$ cat src/fpConsts.svh
// ======================================
// shared widths, unit latencies and float constants
// for the rsqrt estimator, included by package, units and sequencer
// ======================================
`ifndef FP_CONSTS_SVH
`define FP_CONSTS_SVH

// width of an IEEE single float
`define FP_WID 32

// exponent bias of the single format
`define FP_EXP_BIAS 8'd127

// pipeline depth of the multiplier and of the subtractor
`define FP_MUL_LAT 3
`define FP_SUB_LAT 2

// magic constant of the fast inverse square root guess
`define FP_RSQ_MAGIC 32'h5f3759df

// 0.5 and 1.5 as single floats, operands of the Newton step
`define FP_POINT5 32'h3f00_0000
`define FP_ONEPOINT5 32'h3fc0_0000

`endif
$ cat src/fpPkg.sv
// ======================================
// float field types, operand pair and sequencer states
// ======================================
`default_nettype none
`include "fpConsts.svh"

package fpPkg;

	// one IEEE single float, sign in the top bit
	typedef logic [`FP_WID-1:0] floatT;

	// biased exponent field
	typedef logic [7:0] expT;

	// significand with the hidden one made explicit
	typedef logic [23:0] sigT;

	// one operand pair for a two-input arithmetic unit
	typedef struct packed {
		floatT a;
		floatT b;
	} fpOperandsT;

	// sequencer steps of the single Newton iteration
	typedef enum logic [2:0] {
		idle,
		mulHalfSq,
		mulCross,
		sub,
		mulFinal,
		done
	} rsqrtStateT;

endpackage

`default_nettype wire

$ cat src/rsqrtUnit.sv
// ======================================
// rsqrt estimator top, sequencer with its two multipliers and subtractor
// ======================================
`timescale 1ns/1ps
`default_nettype none

module rsqrtUnit (
	input  logic         clk,
	input  logic         arstN,
	input  logic         req,
	input  fpPkg::floatT operand,
	output logic         ack,
	output fpPkg::floatT estimate
);

	// operand pairs from the sequencer into the units
	fpPkg::fpOperandsT mulOpsA;
	fpPkg::fpOperandsT mulOpsB;
	fpPkg::fpOperandsT subOps;

	// unit results back to the sequencer
	fpPkg::floatT mulResA;
	fpPkg::floatT mulResB;
	fpPkg::floatT subRes;

	fpRsqrte seq (
		.clk(clk),
		.arstN(arstN),
		.req(req),
		.operand(operand),
		.ack(ack),
		.estimate(estimate),
		.mulOpsA(mulOpsA),
		.mulOpsB(mulOpsB),
		.subOps(subOps),
		.mulResA(mulResA),
		.mulResB(mulResB),
		.subRes(subRes)
	);

	// multiplier A runs the chained products, B only squares the guess
	fpMulTrunc mulA (.clk(clk), .arstN(arstN), .ops(mulOpsA), .res(mulResA));
	fpMulTrunc mulB (.clk(clk), .arstN(arstN), .ops(mulOpsB), .res(mulResB));

	fpSubTrunc sub0 (.clk(clk), .arstN(arstN), .ops(subOps), .res(subRes));

endmodule

`default_nettype wire

$ cat src/fpRsqrte.sv
// ======================================
// rsqrt sequencer, magic-constant guess plus one Newton step
// takes a req/ack request and steps the shared units through the math
// ======================================
`timescale 1ns/1ps
`default_nettype none
`include "fpConsts.svh"

module fpRsqrte (
	input  logic              clk,
	input  logic              arstN,
	input  logic              req,
	input  fpPkg::floatT      operand,
	output logic              ack,
	output fpPkg::floatT      estimate,
	output fpPkg::fpOperandsT mulOpsA,
	output fpPkg::fpOperandsT mulOpsB,
	output fpPkg::fpOperandsT subOps,
	input  fpPkg::floatT      mulResA,
	input  fpPkg::floatT      mulResB,
	input  fpPkg::floatT      subRes
);

	fpPkg::rsqrtStateT state;
	// cycles left in the current step
	logic [2:0] cnt;
	fpPkg::floatT x;
	fpPkg::floatT y;
	fpPkg::floatT yGuess;
	logic capture;

	// first guess from the integer view of the float
	assign yGuess = `FP_RSQ_MAGIC - {1'b0, operand[`FP_WID-1:1]};
	assign capture = (state == fpPkg::idle) && req && !ack;

	// operand and guess stay put for the whole request
	always_ff @(posedge clk)
	begin
		if (capture)
		begin
			x <= operand;
			y <= yGuess;
		end
	end

	// ======================================
	// step sequencing and handshake
	// ======================================
	// each step lasts one unit latency, its result is then fed straight into the next step
	always_ff @(posedge clk or negedge arstN)
	begin
		if (!arstN)
		begin
			state <= fpPkg::idle;
			cnt <= 3'd0;
			ack <= 1'b0;
			estimate <= '0;
		end
		else
		begin
			case (state)
				fpPkg::idle:
				begin
					if (capture)
					begin
						state <= fpPkg::mulHalfSq;
						cnt <= 3'(`FP_MUL_LAT - 1);
					end
				end
				fpPkg::mulHalfSq:
				begin
					cnt <= cnt - 3'd1;
					if (cnt == 3'd0)
					begin
						state <= fpPkg::mulCross;
						cnt <= 3'(`FP_MUL_LAT - 1);
					end
				end
				fpPkg::mulCross:
				begin
					cnt <= cnt - 3'd1;
					if (cnt == 3'd0)
					begin
						state <= fpPkg::sub;
						cnt <= 3'(`FP_SUB_LAT - 1);
					end
				end
				fpPkg::sub:
				begin
					cnt <= cnt - 3'd1;
					if (cnt == 3'd0)
					begin
						state <= fpPkg::mulFinal;
						// one extra cycle so the product can be registered here
						cnt <= 3'(`FP_MUL_LAT);
					end
				end
				fpPkg::mulFinal:
				begin
					cnt <= cnt - 3'd1;
					if (cnt == 3'd0)
					begin
						estimate <= mulResA;
						state <= fpPkg::done;
					end
				end
				fpPkg::done:
				begin
					// raise ack once, then hold it until the client lets go of req
					if (!ack)
						ack <= 1'b1;
					else if (!req)
					begin
						ack <= 1'b0;
						state <= fpPkg::idle;
					end
				end
				default:
					state <= fpPkg::idle;
			endcase
		end
	end

	// ======================================
	// operand routing to the shared units
	// ======================================
	always_comb
	begin
		mulOpsA = '0;
		mulOpsB = '0;
		subOps = '0;
		case (state)
			fpPkg::mulHalfSq:
			begin
				mulOpsA.a = x;
				mulOpsA.b = `FP_POINT5;
				mulOpsB.a = y;
				mulOpsB.b = y;
			end
			// x2 and yy are only valid on the first cycle of this step, which is the one sampled
			fpPkg::mulCross:
			begin
				mulOpsA.a = mulResA;
				mulOpsA.b = mulResB;
			end
			fpPkg::sub:
			begin
				subOps.a = `FP_ONEPOINT5;
				subOps.b = mulResA;
			end
			fpPkg::mulFinal:
			begin
				mulOpsA.a = y;
				mulOpsA.b = subRes;
			end
			default:
			begin
				mulOpsA = '0;
			end
		endcase
	end

	// ack only rises while the client is requesting
	ackNeedsReq: assert property (@(posedge clk) disable iff (!arstN)
		$rose(ack) |-> $past(req));

	// the client keeps req up for as long as the request runs unanswered
	reqHeld: assert property (@(posedge clk) disable iff (!arstN)
		((state != fpPkg::idle) && !ack) |-> req);

	// the answer holds still while it is being offered
	estimateHeld: assert property (@(posedge clk) disable iff (!arstN)
		(ack && $past(ack)) |-> $stable(estimate));

endmodule

`default_nettype wire

$ cat src/fpSubTrunc.sv
// ======================================
// pipelined single float subtractor computing a - b with truncation
// result appears FP_SUB_LAT edges after the operands are sampled
// ======================================
`timescale 1ns/1ps
`default_nettype none
`include "fpConsts.svh"

module fpSubTrunc (
	input  logic              clk,
	input  logic              arstN,
	input  fpPkg::fpOperandsT ops,
	output fpPkg::floatT      res
);

	logic swap;
	fpPkg::floatT big;
	fpPkg::floatT smallOp;
	fpPkg::expT bigExp;
	fpPkg::expT smallExp;
	fpPkg::expT expDiff;
	fpPkg::sigT bigSig;
	fpPkg::sigT smallSig;

	// stage 1 holds the aligned operands
	logic s1Sign;
	logic s1EffSub;
	fpPkg::expT s1Exp;
	fpPkg::sigT s1BigSig;
	fpPkg::sigT s1SmallSig;

	logic [24:0] magRaw;
	fpPkg::sigT magShift;
	logic [4:0] lz;
	fpPkg::floatT resNext;
	logic [`FP_SUB_LAT-1:0] fill;

	// counts the leading zeros of a significand and gives 24 when it is all zero
	function automatic logic [4:0] countLz(input fpPkg::sigT v);
		logic [4:0] n;
		logic seen;
		n = 5'd0;
		seen = 1'b0;
		for (int i = 23; i >= 0; i--)
		begin
			if (v[i])
				seen = 1'b1;
			else if (!seen)
				n = n + 5'd1;
		end
		return n;
	endfunction

	// ======================================
	// swap and align
	// ======================================
	// comparing the magnitude bits as one integer orders the floats by size
	assign swap = ops.b[30:0] > ops.a[30:0];
	assign big = swap ? ops.b : ops.a;
	assign smallOp = swap ? ops.a : ops.b;
	assign bigExp = big[30:23];
	assign smallExp = smallOp[30:23];
	assign expDiff = bigExp - smallExp;
	// a zero exponent field counts as zero so denormal inputs flush
	assign bigSig = (bigExp != 8'd0) ? {1'b1, big[22:0]} : 24'd0;
	assign smallSig = (smallExp != 8'd0) ? {1'b1, smallOp[22:0]} : 24'd0;

	always_ff @(posedge clk)
	begin
		s1Sign <= big[`FP_WID-1] ^ swap;
		// equal signs subtract magnitudes, different signs add them
		s1EffSub <= ops.a[`FP_WID-1] == ops.b[`FP_WID-1];
		s1Exp <= bigExp;
		s1BigSig <= bigSig;
		// bits shifted out past the significand are simply dropped
		s1SmallSig <= smallSig >> expDiff;
	end

	// ======================================
	// combine, normalize and truncate
	// ======================================
	assign magRaw = s1EffSub ? ({1'b0, s1BigSig} - {1'b0, s1SmallSig})
		: ({1'b0, s1BigSig} + {1'b0, s1SmallSig});
	assign lz = countLz(magRaw[23:0]);
	assign magShift = magRaw[23:0] << lz;

	always_comb
	begin
		if (magRaw[24])
		begin
			// carry out of an addition moves the point right by one
			if (({1'b0, s1Exp} + 9'd1) > 9'd254)
				resNext = {s1Sign, 8'hfe, 23'h7f_ffff};
			else
				resNext = {s1Sign, s1Exp + 8'd1, magRaw[23:1]};
		end
		else if (magRaw[23:0] == 24'd0)
			resNext = '0;
		else if (s1Exp <= {3'b000, lz})
			resNext = {s1Sign, 31'd0};
		else
			resNext = {s1Sign, s1Exp - {3'b000, lz}, magShift[22:0]};
	end

	always_ff @(posedge clk)
	begin
		res <= resNext;
	end

	always_ff @(posedge clk or negedge arstN)
	begin
		if (!arstN)
			fill <= '0;
		else
			fill <= {fill[`FP_SUB_LAT-2:0], 1'b1};
	end

	// once the pipeline has filled from reset the result is always known
	resKnown: assert property (@(posedge clk) disable iff (!arstN)
		fill[`FP_SUB_LAT-1] |-> !$isunknown(res));

endmodule

`default_nettype wire

$ cat src/fpMulTrunc.sv
// ======================================
// pipelined single float multiplier, truncating
// result of ops appears FP_MUL_LAT edges after they are sampled
// ======================================
`timescale 1ns/1ps
`default_nettype none
`include "fpConsts.svh"

module fpMulTrunc (
	input  logic              clk,
	input  logic              arstN,
	input  fpPkg::fpOperandsT ops,
	output fpPkg::floatT      res
);

	fpPkg::expT expA;
	fpPkg::expT expB;

	// stage 1 holds the unpacked fields
	logic s1Sign;
	logic s1Zero;
	logic [8:0] s1ExpSum;
	fpPkg::sigT s1SigA;
	fpPkg::sigT s1SigB;

	// stage 2 holds the full significand product
	logic s2Sign;
	logic s2Zero;
	logic [8:0] s2ExpSum;
	logic [47:0] s2Prod;

	logic [9:0] expAdj;
	logic [22:0] mant;
	fpPkg::floatT resNext;

	// marks how far valid data has reached after reset
	logic [`FP_MUL_LAT-1:0] fill;

	assign expA = ops.a[30:23];
	assign expB = ops.b[30:23];

	always_ff @(posedge clk)
	begin
		s1Sign <= ops.a[`FP_WID-1] ^ ops.b[`FP_WID-1];
		// a zero exponent field means zero, denormal inputs included
		s1Zero <= (expA == 8'd0) || (expB == 8'd0);
		s1ExpSum <= {1'b0, expA} + {1'b0, expB};
		s1SigA <= {1'b1, ops.a[22:0]};
		s1SigB <= {1'b1, ops.b[22:0]};
	end

	always_ff @(posedge clk)
	begin
		s2Sign <= s1Sign;
		s2Zero <= s1Zero;
		s2ExpSum <= s1ExpSum;
		s2Prod <= s1SigA * s1SigB;
	end

	// ======================================
	// normalize by at most one place and truncate
	// ======================================
	// top product bit set means the product is in [2,4) and the exponent grows by one
	assign expAdj = {1'b0, s2ExpSum} + {9'd0, s2Prod[47]} - {2'b00, `FP_EXP_BIAS};
	assign mant = s2Prod[47] ? s2Prod[46:24] : s2Prod[45:23];

	always_comb
	begin
		// bit 9 set is a negative exponent, so underflow flushes to signed zero
		if (s2Zero || expAdj[9] || (expAdj == 10'd0))
			resNext = {s2Sign, 31'd0};
		else if (expAdj > 10'd254)
			resNext = {s2Sign, 8'hfe, 23'h7f_ffff};
		else
			resNext = {s2Sign, expAdj[7:0], mant};
	end

	always_ff @(posedge clk)
	begin
		res <= resNext;
	end

	always_ff @(posedge clk or negedge arstN)
	begin
		if (!arstN)
			fill <= '0;
		else
			fill <= {fill[`FP_MUL_LAT-2:0], 1'b1};
	end

	// once the pipeline has filled from reset the result is always known
	resKnown: assert property (@(posedge clk) disable iff (!arstN)
		fill[`FP_MUL_LAT-1] |-> !$isunknown(res));

endmodule

`default_nettype wire

$ cat config.mk
export PLATFORM = sky130hd
export DESIGN_NAME = rsqrtUnit
export DESIGN_NICKNAME = d
export VERILOG_FILES = /design/src/fpPkg.sv /design/src/rsqrtUnit.sv /design/src/fpRsqrte.sv /design/src/fpSubTrunc.sv /design/src/fpMulTrunc.sv
export VERILOG_INCLUDE_DIRS = /design/src
export SDC_FILE = /design/constraint.sdc
export NUM_CORES = 2
export LEC_CHECK = 0
export ABC_AREA = 1
export BUFFER_PORTS_ARGS = -buffer_cell sky130_fd_sc_hd__buf_2
export CORE_MARGIN = 5
export CORE_UTILIZATION = 30
export DETAILED_ROUTE_END_ITERATION = 10
export PLACE_DENSITY = 0.49
export REMOVE_ABC_BUFFERS = 1
export SLEW_MARGIN = 10
export SYNTH_ARGS = -nofsm -noshare
export SYNTH_HDL_FRONTEND = slang
export SYNTH_SLANG_ARGS = --single-unit
$ cat constraint.sdc
create_clock -name clk -period 18.4 [get_ports clk]
set_input_delay 0 -clock clk [delete_from_list [all_inputs] [get_ports clk]]
set_output_delay 0 -clock clk [all_outputs]
set_load 0.03 [all_outputs]
==> reports/summary.log <==
[logic_synthesis] most frequent cells after synthesis inv_1, nand2_1, fa_1
[worst_setup_path] CP max stage delay 0.48 ns
[worst_setup_path] slack of the worst reg-to-reg path 1.73 ns
[final_layout] share of cells above drive strength 1 5.42%
[worst_setup_path] required time of the critical path 18.91 ns
[logic_synthesis] leading post-synthesis cells by cell area fa_1, inv_1, dfxtp_1
[detailed_routing] Final Routed Wirelength 161000 µm
[grt] maximum number of pins on one net before global-route repair 66
[detailed_routing] mean routed wirelength per cell 17.3 µm
[detailed_routing] first-pass detailed-route iteration total 5
[sta] post-route fraction of the period consumed by the critical path 90.6%
[floorplan] horizontal extent of the die 437 µm
[sta] headroom to the max-slew limit 23.5%
[worst_setup_path] critical path class flop to flop
[detailed_routing] via density per instance 4.55
[clock_tree] H-tree depth 2
[placed_design] total of buffers placed on input and output ports 67
[grt] wire length of the first global-routing pass 255000 µm
[worst_setup_path] launch point of the worst reg-to-reg path sub0.s1SmallSig[0]
[logic_synthesis] library cell with the largest summed area after synthesis fa_1
[clock_tree] clk root buf clkbuf_16
[logic_synthesis] number of standard cells after synthesis 6852
[final_layout] number of nets in the layout 8221
[grt] global routing usage summed across all routing layers 16.9%
[worst_setup_path] critical path's slowest cell fa_1
[final_layout] P&R area growth vs syn 9.29%
[logic_synthesis] synthesis warning total 0
[sta] worst-case setup margin in the final layout 1.73 ns
[final_layout] fillers 19200
[floorplan] initial core utilization 30.2%
[pwr] power per standard cell area 31.9 nW/µm²
[logic_synthesis] sequential cell area fraction in the yosys report 16.6%
[worst_setup_path] cell depth of the worst flop-to-flop path 109
[logic_synthesis] Synth top area share 33.2%
[status] run status finished, final reports clean
[detailed_routing] remaining routing DRC violations 0
[sta] number of hold-slack violations in the final timing report 0
[grt] number of antenna violations at the first check in global routing 2
[floorplan] die area 191000 µm²
[clock_tree] postcts setup bufs 0
[pwr] reported leakage power 32.8 nW
[logic_synthesis] syn avg cell area 8.00 µm²
[detailed_routing] via count of the routed design 42200
[clock_tree] clock sink total 414
[placed_design] final weighted congestion in routability-driven placement 0.888
[final_layout] final standard cell area without fillers 59900 µm²
[logic_synthesis] most frequent cell after synthesis inv_1
[floorplan] DIE HEIGHT 437 µm
[clock_tree] TritonCTS clock tree yes
[sta] highest clock frequency the design can meet 60.0 MHz
[clock_tree] buffer levels on the longest clock path 3
[floorplan] row count 156
[sta] count of endpoints failing setup in the final report 0
[detailed_routing] count of routing violations after the opening detailed-route iteration 2387
[final_layout] Antenna diodes 0
[floorplan] number of I/O pins 68
[floorplan] core area 181000 µm²
[logic_synthesis] share of flip-flops with an asynchronous set or reset after synthesis 9.42%
[sta] slew at the pin closest to its max-slew limit 1.14 ns
[clock_tree] CTS clk-pin slew, worst paths 0.06 ns
[logic_synthesis] number of library cell types mapped by synthesis 71
[logic_synthesis] EDFF count, synth 63
[worst_setup_path] sort of element at the end of the critical path flop
[clock_tree] clock latency at the later pin of the worst-skew pair 0.59 ns
[hold_path] Hold Path Class input pin to async pin
[grt] number of global-route vias before repair 44200
[worst_setup_path] CP Data Arrival Time 17.17 ns
[worst_setup_path] R2R Path End sub0.res[16]
[job] Max-cap violations 0
[detailed_routing] final antenna-violating net count 0
[placed_design] DPL Wire Length 126000 µm
[worst_setup_path] largest fanout on the critical path 19
[placed_design] pre-CTS setup slack 1.21 ns
[placed_design] total cell area at the placement stage 57900 µm²
[sta] final critical path time including I/O delays and setup 16.67 ns
[grt] GR Overflow Total 0
[worst_setup_path] crit path launch type flop
[sta] fin. max-slew vios 0
[logic_synthesis] cell area after technology mapping 54800 µm²
[worst_setup_path] CP dominant cell by count nand2_1
[logic_synthesis] total of flip-flops plus latches after synthesis 414
[logic_synthesis] Synth Flop Type dfxtp_1
[pwr] peak ir drop on the vdd network 65.7 µV
[sta] Worst Clk Skew 0.0355 ns
[clock_tree] clock buffers created by TritonCTS 47
[metal layers]
layer | vias to the layer above | part of all wire (%) | routed length [µm] | track usage [%]
met5 | - | 0 | 0 | 0
met4 | 0 | 2.0 | 3200 | 3.21
met3 | 147 | 3.6 | 5840 | 1.27
met2 | 836 | 49 | 78400 | 29.4
met1 | 21000 | 46 | 73400 | 23.3
li1 | 20200 | - | - | -
[worst max-delay path, delay by kind of cell, from the launching register on]
kind	cells	cell delay, ns
AOI/OAI and AO/OA	16	2.55
DFF	1	0.33
adders and majority gates	23	6.57
xor gates and xnor gates	1	0.22
and+or+nand+nor	55	6.04
buffers and inverters	14	0.86
[what timing repair did]
| action | CTS | global route |
|---|---|---|
| gates resized for setup | 0 | 10 |
| hold endpoints to repair | 106 | 0 |
| hold buffers | 34 | 0 |
| endpoints found under the setup margin | 0 | 31 |
[flip-flops by register name, indices dropped and copies added, names as in the netlist, 25 cells and up]
register,count
mulA.res,32
seq.estimate,32
seq.y,32
sub0.res,32
mulB.res,31
seq.x,31
mulA.s2Prod,25
mulB.s2Prod,25
[metrics by stage]
stage	cells	power (mW)	setup TNS, ns	hold WS (ns)	util [%]
2_1_floorplan	6626	0.947	0	-0.296	-
3_3_place_gp	9149	0.959	0	0.125	31.9
3_5_place_dp	9149	0.960	0	0.134	31.9
4_1_cts	9269	1.93	0	0.0315	33.0
5_1_grt	9269	1.97	-0.106	0.0686	33.0
6_report	9269	1.91	0	0.0398	33.0
[how the worst max path moves through the flow]
stage	from	to	cells past startpoint
after CTS	sub0.s1SmallSig[1]	sub0.res[12]	109
final	sub0.s1SmallSig[0]	sub0.res[16]	109
after detailed placement	sub0.s1SmallSig[0]	sub0.res[16]	109
after global placement	sub0.s1SmallSig[0]	sub0.res[16]	109
after floorplan	sub0.s1SmallSig[0]	sub0.res[12]	109
after global routing	sub0.s1SmallSig[1]	sub0.res[12]	109
[cell type report]
| cell class | count | area (µm²) | share of cell area (%) |
|---|---|---|---|
| repair buffers | 187 | 1320 | 2.21 |
| multi-input cells | 4279 | 37600 | 62.8 |
| flip-flops and latches | 414 | 9130 | 15.2 |
| clock inverters | 15 | 176 | 0.295 |
| clock buffers | 71 | 1420 | 2.37 |
| inverters | 1933 | 7260 | 12.1 |
| well taps | 2370 | 2970 | 4.95 |
[where the power goes]
part / internal [mW] / leakage (nW) / switching, mW / total, mW
clock network: 0.577 / 0.788 / 0.388 / 0.965
registers: 0.920 / 3.62 / 0 / 0.920
logic: 0.0114 / 28.4 / 0.0153 / 0.0268
[logic make-up (layout without fill, tap and decap cells)]
group	count (synthesis)	after routing	synth area share, %
xor gates and xnor gates	158	158	2.56
muxes	15	15	0.279
buffers and inverters	2159	2206	14.9
AOI/OAI and AO/OA	641	641	6.83
and+or+nand+nor	2141	2141	16.2
DFF	414	414	16.6
adders and majority gates	1324	1324	42.7
[layout by cell type (no fill, tap or decap), drive strengths merged, types with 71 or more instances in the layout]
cell    instances
nor2          292
o21ai         303
xor2           97
dfxtp         312
fa            908
inv          1926
buf           153
clkbuf         71
ha            416
a21oi         156
nand2        1562
nand3         156
Note: power is estimated with default switching activity, not from simulation.
